--- config.mk ---
export PLATFORM = sky130hd
export DESIGN_NAME = msrh_l2_top
export DESIGN_NICKNAME = d
export VERILOG_FILES = /design/src/hw/msrh_l2_pkg.sv /design/src/hw/msrh_l2_top.sv /design/src/hw/msrh_fetch_unit.sv /design/src/hw/msrh_fetch_cfg.sv /design/src/hw/msrh_l2_ram.sv /design/src/hw/msrh_boot_loader.sv
export VERILOG_INCLUDE_DIRS = /design/src /design/src/hw
export SDC_FILE = /design/constraint.sdc
export NUM_CORES = 2
export LEC_CHECK = 0
export ABC_CLOCK_PERIOD_IN_PS = 5350
export BUFFER_PORTS_ARGS = -buffer_cell sky130_fd_sc_hd__buf_2
export CORE_MARGIN = 5
export CORE_UTILIZATION = 25
export CTS_CLUSTER_DIAMETER = 200
export DETAILED_ROUTE_END_ITERATION = 8
export PLACE_DENSITY = 0.49
export SETUP_SLACK_MARGIN = 0.3
export SLEW_MARGIN = 20
export SYNTH_ARGS = -nofsm -noshare
export SYNTH_HDL_FRONTEND = slang
export SYNTH_MEMORY_MAX_BITS = 65536
export SYNTH_SLANG_ARGS = --single-unit
export TNS_END_PERCENT = 30
--- constraint.sdc ---
create_clock -name i_clk -period 5.35 [get_ports i_clk]
set_input_delay 0 -clock i_clk [delete_from_list [all_inputs] [get_ports i_clk]]
set_output_delay 0 -clock i_clk [all_outputs]
set_load 0.02 [all_outputs]
--- src/hw/msrh_l2_consts.svh ---
`ifndef MSRH_L2_CONSTS_SVH
`define MSRH_L2_CONSTS_SVH

`define MSRH_PADDR_W        32
`define MSRH_DATA_W         64
`define MSRH_TAG_W          3

// Memory window
`define MSRH_RAM_WORDS      64
`define MSRH_BASE_ADDR      32'h8000_0000
`define MSRH_RD_LAT         4

`define MSRH_FETCH_MAX_OUT  4   // Reads in flight from fetch

`endif
--- src/hw/msrh_l2_pkg.sv ---
`include "msrh_l2_consts.svh"

package msrh_l2_pkg;

  typedef enum logic {
    CMD_RD = 1'b0,
    CMD_WR = 1'b1
  } mem_cmd_t;

  // Raw memory word or two instructions with the lower address in insn[0]
  typedef union packed {
    logic [`MSRH_DATA_W-1:0]          raw;
    logic [1:0][`MSRH_DATA_W/2-1:0]   insn;
  } fetch_word_u;

endpackage

--- src/hw/msrh_l2_top.sv ---
`timescale 1ns/1ps
`include "msrh_l2_consts.svh"

module msrh_l2_top (
  input  logic                         i_clk,
  input  logic                         i_msrh_reset_n,
  input  logic                         i_boot_mode,

  input  logic                         i_img_valid,
  input  logic [`MSRH_DATA_W-1:0]      i_img_data,
  input  logic [`MSRH_DATA_W/8-1:0]    i_img_byte_en,

  input  logic                         i_cfg_we,
  input  logic                         i_cfg_addr,
  input  logic [`MSRH_PADDR_W-1:0]     i_cfg_wdata,

  output logic                         o_insn_valid,
  output logic [`MSRH_DATA_W/2-1:0]    o_insn,
  output logic [`MSRH_PADDR_W-1:0]     o_insn_pc,
  output logic                         o_fetch_done
);

  ////////////////////////////////////////////////////////////////////////////
  // Fetch request into the loader select
  logic                         w_fr_valid;
  msrh_l2_pkg::mem_cmd_t        w_fr_cmd;
  logic [`MSRH_PADDR_W-1:0]     w_fr_addr;
  logic [`MSRH_TAG_W-1:0]       w_fr_tag;
  logic [`MSRH_DATA_W-1:0]      w_fr_data;
  logic [`MSRH_DATA_W/8-1:0]    w_fr_byte_en;
  logic                         w_fr_ready;

  // L2 request and response
  logic                         w_req_valid;
  msrh_l2_pkg::mem_cmd_t        w_req_cmd;
  logic [`MSRH_PADDR_W-1:0]     w_req_addr;
  logic [`MSRH_TAG_W-1:0]       w_req_tag;
  logic [`MSRH_DATA_W-1:0]      w_req_data;
  logic [`MSRH_DATA_W/8-1:0]    w_req_byte_en;
  logic                         w_req_ready;
  logic                         w_resp_valid;
  logic [`MSRH_TAG_W-1:0]       w_resp_tag;
  logic [`MSRH_DATA_W-1:0]      w_resp_data;
  logic                         w_resp_ready;

  logic [`MSRH_PADDR_W-1:0]     w_start_pc;
  logic [`MSRH_PADDR_W-1:0]     w_count;
  logic                         w_start;

  msrh_boot_loader u_boot_loader (
    .i_clk          (i_clk),
    .i_msrh_reset_n (i_msrh_reset_n),
    .i_boot_mode    (i_boot_mode),
    .i_img_valid    (i_img_valid),
    .i_img_data     (i_img_data),
    .i_img_byte_en  (i_img_byte_en),
    .i_fr_valid     (w_fr_valid),
    .i_fr_cmd       (w_fr_cmd),
    .i_fr_addr      (w_fr_addr),
    .i_fr_tag       (w_fr_tag),
    .i_fr_data      (w_fr_data),
    .i_fr_byte_en   (w_fr_byte_en),
    .o_fr_ready     (w_fr_ready),
    .o_req_valid    (w_req_valid),
    .o_req_cmd      (w_req_cmd),
    .o_req_addr     (w_req_addr),
    .o_req_tag      (w_req_tag),
    .o_req_data     (w_req_data),
    .o_req_byte_en  (w_req_byte_en),
    .i_req_ready    (w_req_ready)
  );

  msrh_l2_ram u_l2_ram (
    .i_clk          (i_clk),
    .i_msrh_reset_n (i_msrh_reset_n),
    .i_req_valid    (w_req_valid),
    .i_req_cmd      (w_req_cmd),
    .i_req_addr     (w_req_addr),
    .i_req_tag      (w_req_tag),
    .i_req_data     (w_req_data),
    .i_req_byte_en  (w_req_byte_en),
    .o_req_ready    (w_req_ready),
    .o_resp_valid   (w_resp_valid),
    .o_resp_tag     (w_resp_tag),
    .o_resp_data    (w_resp_data),
    .i_resp_ready   (w_resp_ready)
  );

  msrh_fetch_cfg u_fetch_cfg (
    .i_clk          (i_clk),
    .i_msrh_reset_n (i_msrh_reset_n),
    .i_cfg_we       (i_cfg_we),
    .i_cfg_addr     (i_cfg_addr),
    .i_cfg_wdata    (i_cfg_wdata),
    .o_start_pc     (w_start_pc),
    .o_count        (w_count),
    .o_start        (w_start)
  );

  msrh_fetch_unit u_fetch_unit (
    .i_clk          (i_clk),
    .i_msrh_reset_n (i_msrh_reset_n),
    .i_start        (w_start),
    .i_start_pc     (w_start_pc),
    .i_count        (w_count),
    .o_fr_valid     (w_fr_valid),
    .o_fr_cmd       (w_fr_cmd),
    .o_fr_addr      (w_fr_addr),
    .o_fr_tag       (w_fr_tag),
    .o_fr_data      (w_fr_data),
    .o_fr_byte_en   (w_fr_byte_en),
    .i_fr_ready     (w_fr_ready),
    .i_resp_valid   (w_resp_valid),
    .i_resp_tag     (w_resp_tag),
    .i_resp_data    (w_resp_data),
    .o_resp_ready   (w_resp_ready),
    .o_insn_valid   (o_insn_valid),
    .o_insn         (o_insn),
    .o_insn_pc      (o_insn_pc),
    .o_fetch_done   (o_fetch_done)
  );

endmodule

--- src/hw/msrh_fetch_unit.sv ---
`timescale 1ns/1ps
`include "msrh_l2_consts.svh"

module msrh_fetch_unit (
  input  logic                         i_clk,
  input  logic                         i_msrh_reset_n,

  input  logic                         i_start,
  input  logic [`MSRH_PADDR_W-1:0]     i_start_pc,
  input  logic [`MSRH_PADDR_W-1:0]     i_count,

  output logic                         o_fr_valid,
  output msrh_l2_pkg::mem_cmd_t        o_fr_cmd,
  output logic [`MSRH_PADDR_W-1:0]     o_fr_addr,
  output logic [`MSRH_TAG_W-1:0]       o_fr_tag,
  output logic [`MSRH_DATA_W-1:0]      o_fr_data,
  output logic [`MSRH_DATA_W/8-1:0]    o_fr_byte_en,
  input  logic                         i_fr_ready,

  input  logic                         i_resp_valid,
  input  logic [`MSRH_TAG_W-1:0]       i_resp_tag,
  input  logic [`MSRH_DATA_W-1:0]      i_resp_data,
  output logic                         o_resp_ready,

  output logic                         o_insn_valid,
  output logic [`MSRH_DATA_W/2-1:0]    o_insn,
  output logic [`MSRH_PADDR_W-1:0]     o_insn_pc,
  output logic                         o_fetch_done
);

  localparam int OUT_W  = $clog2(`MSRH_FETCH_MAX_OUT + 1);
  localparam int INSN_W = `MSRH_DATA_W / 2;

  logic [`MSRH_PADDR_W-1:0]   r_fetch_addr;
  logic [`MSRH_PADDR_W-1:0]   r_resp_pc;
  logic [`MSRH_PADDR_W-1:0]   r_words_left;
  logic [`MSRH_PADDR_W-1:0]   r_insn_left;
  logic [`MSRH_TAG_W-1:0]     r_tag;
  logic [`MSRH_TAG_W-1:0]     r_exp_tag;
  logic [OUT_W-1:0]           r_outstanding;
  logic                       r_half;         // Upper instruction still to go out
  logic                       r_done;
  logic [INSN_W-1:0]          r_hi_insn;
  logic [`MSRH_PADDR_W-1:0]   r_hi_pc;

  msrh_l2_pkg::fetch_word_u   w_word;
  logic [`MSRH_PADDR_W:0]     w_count_p1;
  logic [`MSRH_PADDR_W-1:0]   w_start_base;
  logic                       w_issue;
  logic                       w_resp;
  logic                       w_emit;

  assign w_word       = i_resp_data;
  assign w_count_p1   = {1'b0, i_count} + 1'b1;
  assign w_start_base = {i_start_pc[`MSRH_PADDR_W-1:3], 3'b000};

  assign o_fr_valid   = (r_words_left != '0) &&
                        (r_outstanding < OUT_W'(`MSRH_FETCH_MAX_OUT));
  assign o_fr_cmd     = msrh_l2_pkg::CMD_RD;
  assign o_fr_addr    = r_fetch_addr;
  assign o_fr_tag     = r_tag;
  assign o_fr_data    = '0;
  assign o_fr_byte_en = '1;

  assign w_issue      = o_fr_valid & i_fr_ready;
  assign o_resp_ready = ~r_half;
  assign w_resp       = i_resp_valid & ~r_half;
  assign w_emit       = w_resp | r_half;

  assign o_insn_valid = w_emit;
  assign o_insn       = r_half ? r_hi_insn : w_word.insn[0];
  assign o_insn_pc    = r_half ? r_hi_pc   : r_resp_pc;
  assign o_fetch_done = r_done;

  always_ff @(posedge i_clk) begin
    if (!i_msrh_reset_n) begin
      r_words_left  <= '0;
      r_insn_left   <= '0;
      r_tag         <= '0;
      r_exp_tag     <= '0;
      r_outstanding <= '0;
      r_half        <= 1'b0;
      r_done        <= 1'b0;
    end else begin
      r_outstanding <= r_outstanding + OUT_W'(w_issue) - OUT_W'(w_resp);
      if (w_issue) r_tag <= r_tag + 1'b1;
      if (w_resp)  r_exp_tag <= r_exp_tag + 1'b1;
      r_half <= w_resp && (r_insn_left > `MSRH_PADDR_W'(1));  // Odd tail drops upper half
      if (i_start) begin
        r_words_left <= w_count_p1[`MSRH_PADDR_W:1];
        r_insn_left  <= i_count;
        r_done       <= (i_count == '0);
      end else begin
        if (w_issue) r_words_left <= r_words_left - 1'b1;
        if (w_emit)  r_insn_left  <= r_insn_left - 1'b1;
        if (w_emit && r_insn_left == `MSRH_PADDR_W'(1)) r_done <= 1'b1;
      end
    end
  end

  always_ff @(posedge i_clk) begin
    if (i_start) begin
      r_fetch_addr <= w_start_base;
      r_resp_pc    <= w_start_base;
    end else begin
      if (w_issue) r_fetch_addr <= r_fetch_addr + `MSRH_PADDR_W'(8);
      if (w_resp)  r_resp_pc    <= r_resp_pc + `MSRH_PADDR_W'(8);
    end
    if (w_resp) begin
      r_hi_insn <= w_word.insn[1];
      r_hi_pc   <= r_resp_pc + `MSRH_PADDR_W'(4);
    end
  end

  // Memory returns reads in issue order
  a_resp_in_order: assert property (@(posedge i_clk) disable iff (!i_msrh_reset_n)
    w_resp |-> i_resp_tag == r_exp_tag);

endmodule

--- src/hw/msrh_fetch_cfg.sv ---
`timescale 1ns/1ps
`include "msrh_l2_consts.svh"

module msrh_fetch_cfg (
  input  logic                       i_clk,
  input  logic                       i_msrh_reset_n,

  input  logic                       i_cfg_we,
  input  logic                       i_cfg_addr,     // 0 start address, 1 count
  input  logic [`MSRH_PADDR_W-1:0]   i_cfg_wdata,

  output logic [`MSRH_PADDR_W-1:0]   o_start_pc,
  output logic [`MSRH_PADDR_W-1:0]   o_count,
  output logic                       o_start
);

  logic [`MSRH_PADDR_W-1:0]   r_start_pc;
  logic [`MSRH_PADDR_W-1:0]   r_count;
  logic                       r_start;

  always_ff @(posedge i_clk) begin
    if (!i_msrh_reset_n) begin
      r_start_pc <= '0;
      r_count    <= '0;
      r_start    <= 1'b0;
    end else begin
      r_start <= i_cfg_we & i_cfg_addr;  // Count write launches a run
      if (i_cfg_we && !i_cfg_addr) begin
        r_start_pc <= i_cfg_wdata;
      end
      if (i_cfg_we && i_cfg_addr) begin
        r_count <= i_cfg_wdata;
      end
    end
  end

  assign o_start_pc = r_start_pc;
  assign o_count    = r_count;
  assign o_start    = r_start;

endmodule

--- src/hw/msrh_l2_ram.sv ---
`timescale 1ns/1ps
`include "msrh_l2_consts.svh"

module msrh_l2_ram (
  input  logic                         i_clk,
  input  logic                         i_msrh_reset_n,

  input  logic                         i_req_valid,
  input  msrh_l2_pkg::mem_cmd_t        i_req_cmd,
  input  logic [`MSRH_PADDR_W-1:0]     i_req_addr,
  input  logic [`MSRH_TAG_W-1:0]       i_req_tag,
  input  logic [`MSRH_DATA_W-1:0]      i_req_data,
  input  logic [`MSRH_DATA_W/8-1:0]    i_req_byte_en,
  output logic                         o_req_ready,

  output logic                         o_resp_valid,
  output logic [`MSRH_TAG_W-1:0]       o_resp_tag,
  output logic [`MSRH_DATA_W-1:0]      o_resp_data,
  input  logic                         i_resp_ready
);

  localparam int IDX_W  = $clog2(`MSRH_RAM_WORDS);
  localparam int BYTES  = `MSRH_DATA_W / 8;
  localparam int LAT    = `MSRH_RD_LAT;

  msrh_l2_pkg::fetch_word_u     r_mem [`MSRH_RAM_WORDS];

  logic [`MSRH_PADDR_W-1:0]     w_offset;
  logic                         w_in_range;
  logic [IDX_W-1:0]             w_idx;
  logic                         w_acc;
  logic                         w_wr_acc;
  logic                         w_rd_acc;
  logic                         w_stall;

  logic [LAT-1:0]               r_pipe_valid;
  logic [`MSRH_TAG_W-1:0]       r_pipe_tag  [LAT];
  msrh_l2_pkg::fetch_word_u     r_pipe_data [LAT];

  // Addresses below the base wrap high and fall out of range
  assign w_offset   = i_req_addr - `MSRH_BASE_ADDR;
  assign w_in_range = w_offset < `MSRH_PADDR_W'(`MSRH_RAM_WORDS * BYTES);
  assign w_idx      = w_offset[IDX_W+2:3];

  assign w_stall     = r_pipe_valid[LAT-1] & ~i_resp_ready;  // Held response freezes all stages
  assign o_req_ready = ~w_stall;

  assign w_acc    = i_req_valid & o_req_ready;
  assign w_wr_acc = w_acc & (i_req_cmd == msrh_l2_pkg::CMD_WR);
  assign w_rd_acc = w_acc & (i_req_cmd == msrh_l2_pkg::CMD_RD);

  ////////////////////////////////////////////////////////////////////////////
  // Storage

  always_ff @(posedge i_clk) begin
    if (w_wr_acc && w_in_range) begin
      for (int b = 0; b < BYTES; b++) begin
        if (i_req_byte_en[b]) begin
          r_mem[w_idx].raw[b*8 +: 8] <= i_req_data[b*8 +: 8];
        end
      end
    end
  end

  ////////////////////////////////////////////////////////////////////////////
  // Read latency pipeline

  always_ff @(posedge i_clk) begin
    if (!i_msrh_reset_n) begin
      r_pipe_valid <= '0;
    end else if (!w_stall) begin
      r_pipe_valid <= {r_pipe_valid[LAT-2:0], w_rd_acc};
    end
  end

  always_ff @(posedge i_clk) begin
    if (!w_stall) begin
      r_pipe_tag[0] <= i_req_tag;
      if (w_in_range) begin
        r_pipe_data[0] <= r_mem[w_idx];
      end else begin
        r_pipe_data[0] <= '0;
      end
      for (int s = 1; s < LAT; s++) begin
        r_pipe_tag[s]  <= r_pipe_tag[s-1];
        r_pipe_data[s] <= r_pipe_data[s-1];
      end
    end
  end

  assign o_resp_valid = r_pipe_valid[LAT-1];
  assign o_resp_tag   = r_pipe_tag[LAT-1];
  assign o_resp_data  = r_pipe_data[LAT-1].raw;

  a_resp_hold: assert property (@(posedge i_clk) disable iff (!i_msrh_reset_n)
    o_resp_valid && !i_resp_ready |=>
      o_resp_valid && $stable(o_resp_tag) && $stable(o_resp_data));

endmodule

--- src/hw/msrh_boot_loader.sv ---
`timescale 1ns/1ps
`include "msrh_l2_consts.svh"

module msrh_boot_loader (
  input  logic                         i_clk,
  input  logic                         i_msrh_reset_n,
  input  logic                         i_boot_mode,

  input  logic                         i_img_valid,
  input  logic [`MSRH_DATA_W-1:0]      i_img_data,
  input  logic [`MSRH_DATA_W/8-1:0]    i_img_byte_en,

  input  logic                         i_fr_valid,
  input  msrh_l2_pkg::mem_cmd_t        i_fr_cmd,
  input  logic [`MSRH_PADDR_W-1:0]     i_fr_addr,
  input  logic [`MSRH_TAG_W-1:0]       i_fr_tag,
  input  logic [`MSRH_DATA_W-1:0]      i_fr_data,
  input  logic [`MSRH_DATA_W/8-1:0]    i_fr_byte_en,
  output logic                         o_fr_ready,

  output logic                         o_req_valid,
  output msrh_l2_pkg::mem_cmd_t        o_req_cmd,
  output logic [`MSRH_PADDR_W-1:0]     o_req_addr,
  output logic [`MSRH_TAG_W-1:0]       o_req_tag,
  output logic [`MSRH_DATA_W-1:0]      o_req_data,
  output logic [`MSRH_DATA_W/8-1:0]    o_req_byte_en,
  input  logic                         i_req_ready
);

  logic                         r_boot_d;
  logic                         w_boot_rise;
  logic [`MSRH_PADDR_W-1:0]     r_img_addr;
  logic [`MSRH_PADDR_W-1:0]     w_img_addr;
  logic                         w_img_wr;
  logic                         w_pend_acc;

  logic                         r_pend_valid;
  logic [`MSRH_PADDR_W-1:0]     r_pend_addr;
  logic [`MSRH_DATA_W-1:0]      r_pend_data;
  logic [`MSRH_DATA_W/8-1:0]    r_pend_byte_en;

  assign w_boot_rise = i_boot_mode & ~r_boot_d;
  assign w_img_addr  = w_boot_rise ? `MSRH_BASE_ADDR : r_img_addr;  // Restart image at word 0
  assign w_img_wr    = i_boot_mode & i_img_valid;
  assign w_pend_acc  = i_boot_mode & r_pend_valid & i_req_ready;

  always_ff @(posedge i_clk) begin
    if (!i_msrh_reset_n) begin
      r_boot_d     <= 1'b0;
      r_img_addr   <= `MSRH_BASE_ADDR;
      r_pend_valid <= 1'b0;
    end else begin
      r_boot_d <= i_boot_mode;
      if (w_img_wr) begin
        r_img_addr <= w_img_addr + `MSRH_PADDR_W'(`MSRH_DATA_W / 8);
      end else begin
        r_img_addr <= w_img_addr;
      end
      if (w_img_wr) begin
        r_pend_valid <= 1'b1;
      end else if (w_pend_acc) begin
        r_pend_valid <= 1'b0;
      end
    end
  end

  always_ff @(posedge i_clk) begin
    if (w_img_wr) begin
      r_pend_addr    <= w_img_addr;
      r_pend_data    <= i_img_data;
      r_pend_byte_en <= i_img_byte_en;
    end
  end

  ////////////////////////////////////////////////////////////////////////////
  // Request select

  assign o_req_valid   = i_boot_mode ? r_pend_valid           : i_fr_valid;
  assign o_req_cmd     = i_boot_mode ? msrh_l2_pkg::CMD_WR    : i_fr_cmd;
  assign o_req_addr    = i_boot_mode ? r_pend_addr            : i_fr_addr;
  assign o_req_tag     = i_boot_mode ? '0                     : i_fr_tag;
  assign o_req_data    = i_boot_mode ? r_pend_data            : i_fr_data;
  assign o_req_byte_en = i_boot_mode ? r_pend_byte_en         : i_fr_byte_en;
  assign o_fr_ready    = ~i_boot_mode & i_req_ready;

  // Fetch must stay idle until the image is in place
  a_no_fetch_in_boot: assert property (@(posedge i_clk) disable iff (!i_msrh_reset_n)
    i_boot_mode |-> !i_fr_valid);

endmodule

==> flow_summary.toml <==
[place]
numPortBuffers = 173
dp.cells = 19225
place_congestion = 0.840
hpwl_um = 378000

[timing]
finalSetupViolations = 0
slew_viol_final = 0
fin_crit_sh_pct = 79.5
clock.fmax_ghz = 0.235
rsz0062_at_grt = "no"
relSlewSlack_pct = 17.0
worst_pin_slew_ns = 1.23
setup_tns_ns = 0
hold_viol_final = 0
finalClockSkew_ns = 0.127
period_needed_ns = 4.25

[die]
core_area_mm2 = 0.695
die_w_um = 845
die_h_um = 845
pin_count = 176
rows = 306
start_util_pct = 25.1
die_area_mm2 = 0.715

[worst_setup_path]
crit_path_top_delay_cell = "nor2_1"
critPathKind = "register to register"
crit_fanout = 54
crit_chain = "nand2b_1 > o22ai_4 > buf_12 > nand2_2 > nor2_1"
cp_num_buf_inv = 1
crit_family = "simple AND/OR/NAND/NOR gates"
critical-path-max-stage-delay_ns = 0.86
cp.required_ns = 5.93
start_kind = "register"
cp_data_arrival_time_ns = 4.83
worstSetupEndpointType = "register"

[clocking]
cts_root_buffer = "clkbuf_16"
clkTransAtPathRegs_ns = 0.06
clock_latency_ns = 1.07
htreeDepth = 5
cts_max_path_buffers = 4
cts.sink_count = 4738
cts_buffers = 465
cts_tree = "yes"

[detailed_routing]
via_count = 101651
drc_errors = 0
dr.first_iter.drc_count = 14008
antenna_left = 0
wl_um = 595000
route.detailed.wl_per_inst_um = 29.2
drt-pass1-iter-count = 6
via_per_inst = 4.99

[synth]
ys_seq_area_share_pct = 80.6
async_reset_ff_share_pct = 0
yosysTopAreaCell = "edfxtp_1"
ys_dominant_reg_cell = "edfxtp_1"
synth_most_common_cell = "edfxtp_1"
synth_cell_types = 71
synth-seq-cells = 4738
synthTopCellsByCount = "edfxtp_1 (4572), a22oi_1 (2000), nor2_1 (634)"
netlist_instances = 9999
syn-mean-instance-area_um2 = 17.4
yosysTopAreaCellShare_pct = 78.7
synth_edf_count = 4572
yosysWarningCount = 0
synth_area_leaders = "edfxtp_1 (79%), a22oi_1 (8.6%), a41oi_1 (2.5%), dfxtp_1 (1.9%), nor2_1 (1.4%)"
syn_area_mm2 = 0.174

[global_route]
grt_pass1_vias = 97165
antenna_found_initial = 79
grt.total_usage_pct = 15.9
grt_pass1_wl_um = 813000
grt.overflow.total = 0
grt_max_degree = 107

[final_layout]
final_core_util_pct = 29.8
syn_to_final_growth_pct = 18.6
drive_above_1_share_pct = 14.7
final_cells = 20364
nNetsFinal = 10809

[hold_path]
hold_class = "input port to register"

[pwr]
p_leak_nw = 61.9
p_per_area_mw_per_mm2 = 406
finalPower_w = 0.0840
ir_drop_v = 0.000325

[outcome]
status = "finished clean"

[job]
drv_cap = 0
## metal layers
layer / routed length, um / track usage [%]
met5: 118 / 0
met1: 259000 / 22.9
met4: 17900 / 4.68
met3: 54400 / 3.32
met2: 264000 / 24.0
## area by class of cell
cell class	instances	area [um2]
antenna	40	100
clock buffer	574	12200
clock inverter	289	2950
fill	68081	488000
inverter	26	118
multi-input combinational	4578	31800
sequential	4738	141000
tap	9240	11600
timing repair buffer	879	7550
## tightest hold or removal path, stage by stage
cell	delay, ns
dlygate4sd3_1	0.53
buf_2	0.14
inv_4	0.21
nor2_1	0.17
## placed cells by master, fill, tap and decap left out, types with 21 or more instances in the layout
cell type and instances:
nand2_2 70, buf_2 173, nand3_1 53, nand4_1 48
dfxtp_1 164, nor2_1 619, clkinvlp_4 22, a21oi_1 182
buf_4 407, clkbuf_16 468, edfxtp_1 4572, o21ai_0 35
and2_1 31, a41oi_1 495, xor2_1 67, nand2_1 224
clkinv_1 92, xnor2_1 94, clkinv_2 94, diode_2 40
a22oi_1 2000, and3_1 21, clkbuf_1 98, nor4_1 157
mux2i_1 50, bufinv_16 44, mux2_2 99, nor3_1 33
and2_4 48, dlygate4sd3_1 233, buf_12 63, o22ai_1 32
## what timing repair did
item                      CTS  global route
hold endpoints to repair  610             0
hold buffers              234             0
resized for setup           0             0
buffers inserted            0             0
## cells by family (layout without fill, tap and decap cells)
kind of cell	Yosys count	after routing	share of synthesized area, %
buffers and inverters	684	1768	1.54
multiplexers	151	151	0.937
other	1	42	0.00215
flip-flops	4738	4738	80.6
XOR/XNOR	161	161	0.808
AO/OA/AOI/OAI	2820	2820	12.2
AND/OR/NAND/NOR	1433	1433	3.83
adder cells (fa/ha/maj)	11	11	0.0832
## state kept, by name, indices dropped and copies added (netlist names), 3 cells and up
| signal | count |
|---|---|
| u_fetch_unit.r_hi_pc | 29 |
| u_fetch_unit.r_resp_pc | 29 |
| u_boot_loader.r_pend_data | 64 |
| u_boot_loader.r_pend_byte_en | 8 |
| u_fetch_unit.r_outstanding | 3 |
| u_l2_ram.r_pipe_valid | 4 |
| u_fetch_unit.r_insn_left | 32 |
| u_boot_loader.r_pend_addr | 29 |
| u_fetch_unit.r_hi_insn | 32 |
| u_l2_ram.r_mem | 4096 |
| u_fetch_cfg.o_start_pc | 29 |
| u_fetch_unit.o_fr_addr | 29 |
| u_fetch_cfg.o_count | 32 |
| u_l2_ram.r_pipe_data | 256 |
| u_fetch_unit.r_words_left | 32 |
| u_boot_loader.r_img_addr | 29 |
## power breakdown
part           switching [W]  internal, W
logic                0.00700      0.00279
registers           0.000326       0.0410
clock network         0.0145       0.0184
## worst paths after layout
check	startpoint	cells after the start	slack, ns	to
worst max-delay path	u_fetch_unit.o_fr_addr[5]$_DFFE_PP_	5	1.10	u_l2_ram.r_mem[27][0]$_DFFE_PP_
worst max register to register	u_fetch_unit.o_fr_addr[5]$_DFFE_PP_	5	1.10	u_l2_ram.r_mem[27][0]$_DFFE_PP_
worst min-delay path	i_msrh_reset_n	4	0.13	u_fetch_unit.r_insn_left[4]$_SDFFE_PN0P_
worst min register to register	u_l2_ram.r_pipe_data[1][14]$_DFFE_PN_	0	0.40	u_l2_ram.r_pipe_data[2][14]$_DFFE_PN_
## through the flow
stage | hold slack, ns | setup slack (ns) | instance area, um2
after floorplan | 0.0989 | 0.339 | 174000
after global placement | 0.179 | 0.757 | 189000
after detailed placement | 0.179 | 1.13 | 189000
after CTS | 0.0612 | 1.13 | 207000
after global routing | 0.111 | 1.01 | 207000
final | 0.133 | 1.10 | 207000
(Power assumes the default switching activity.)
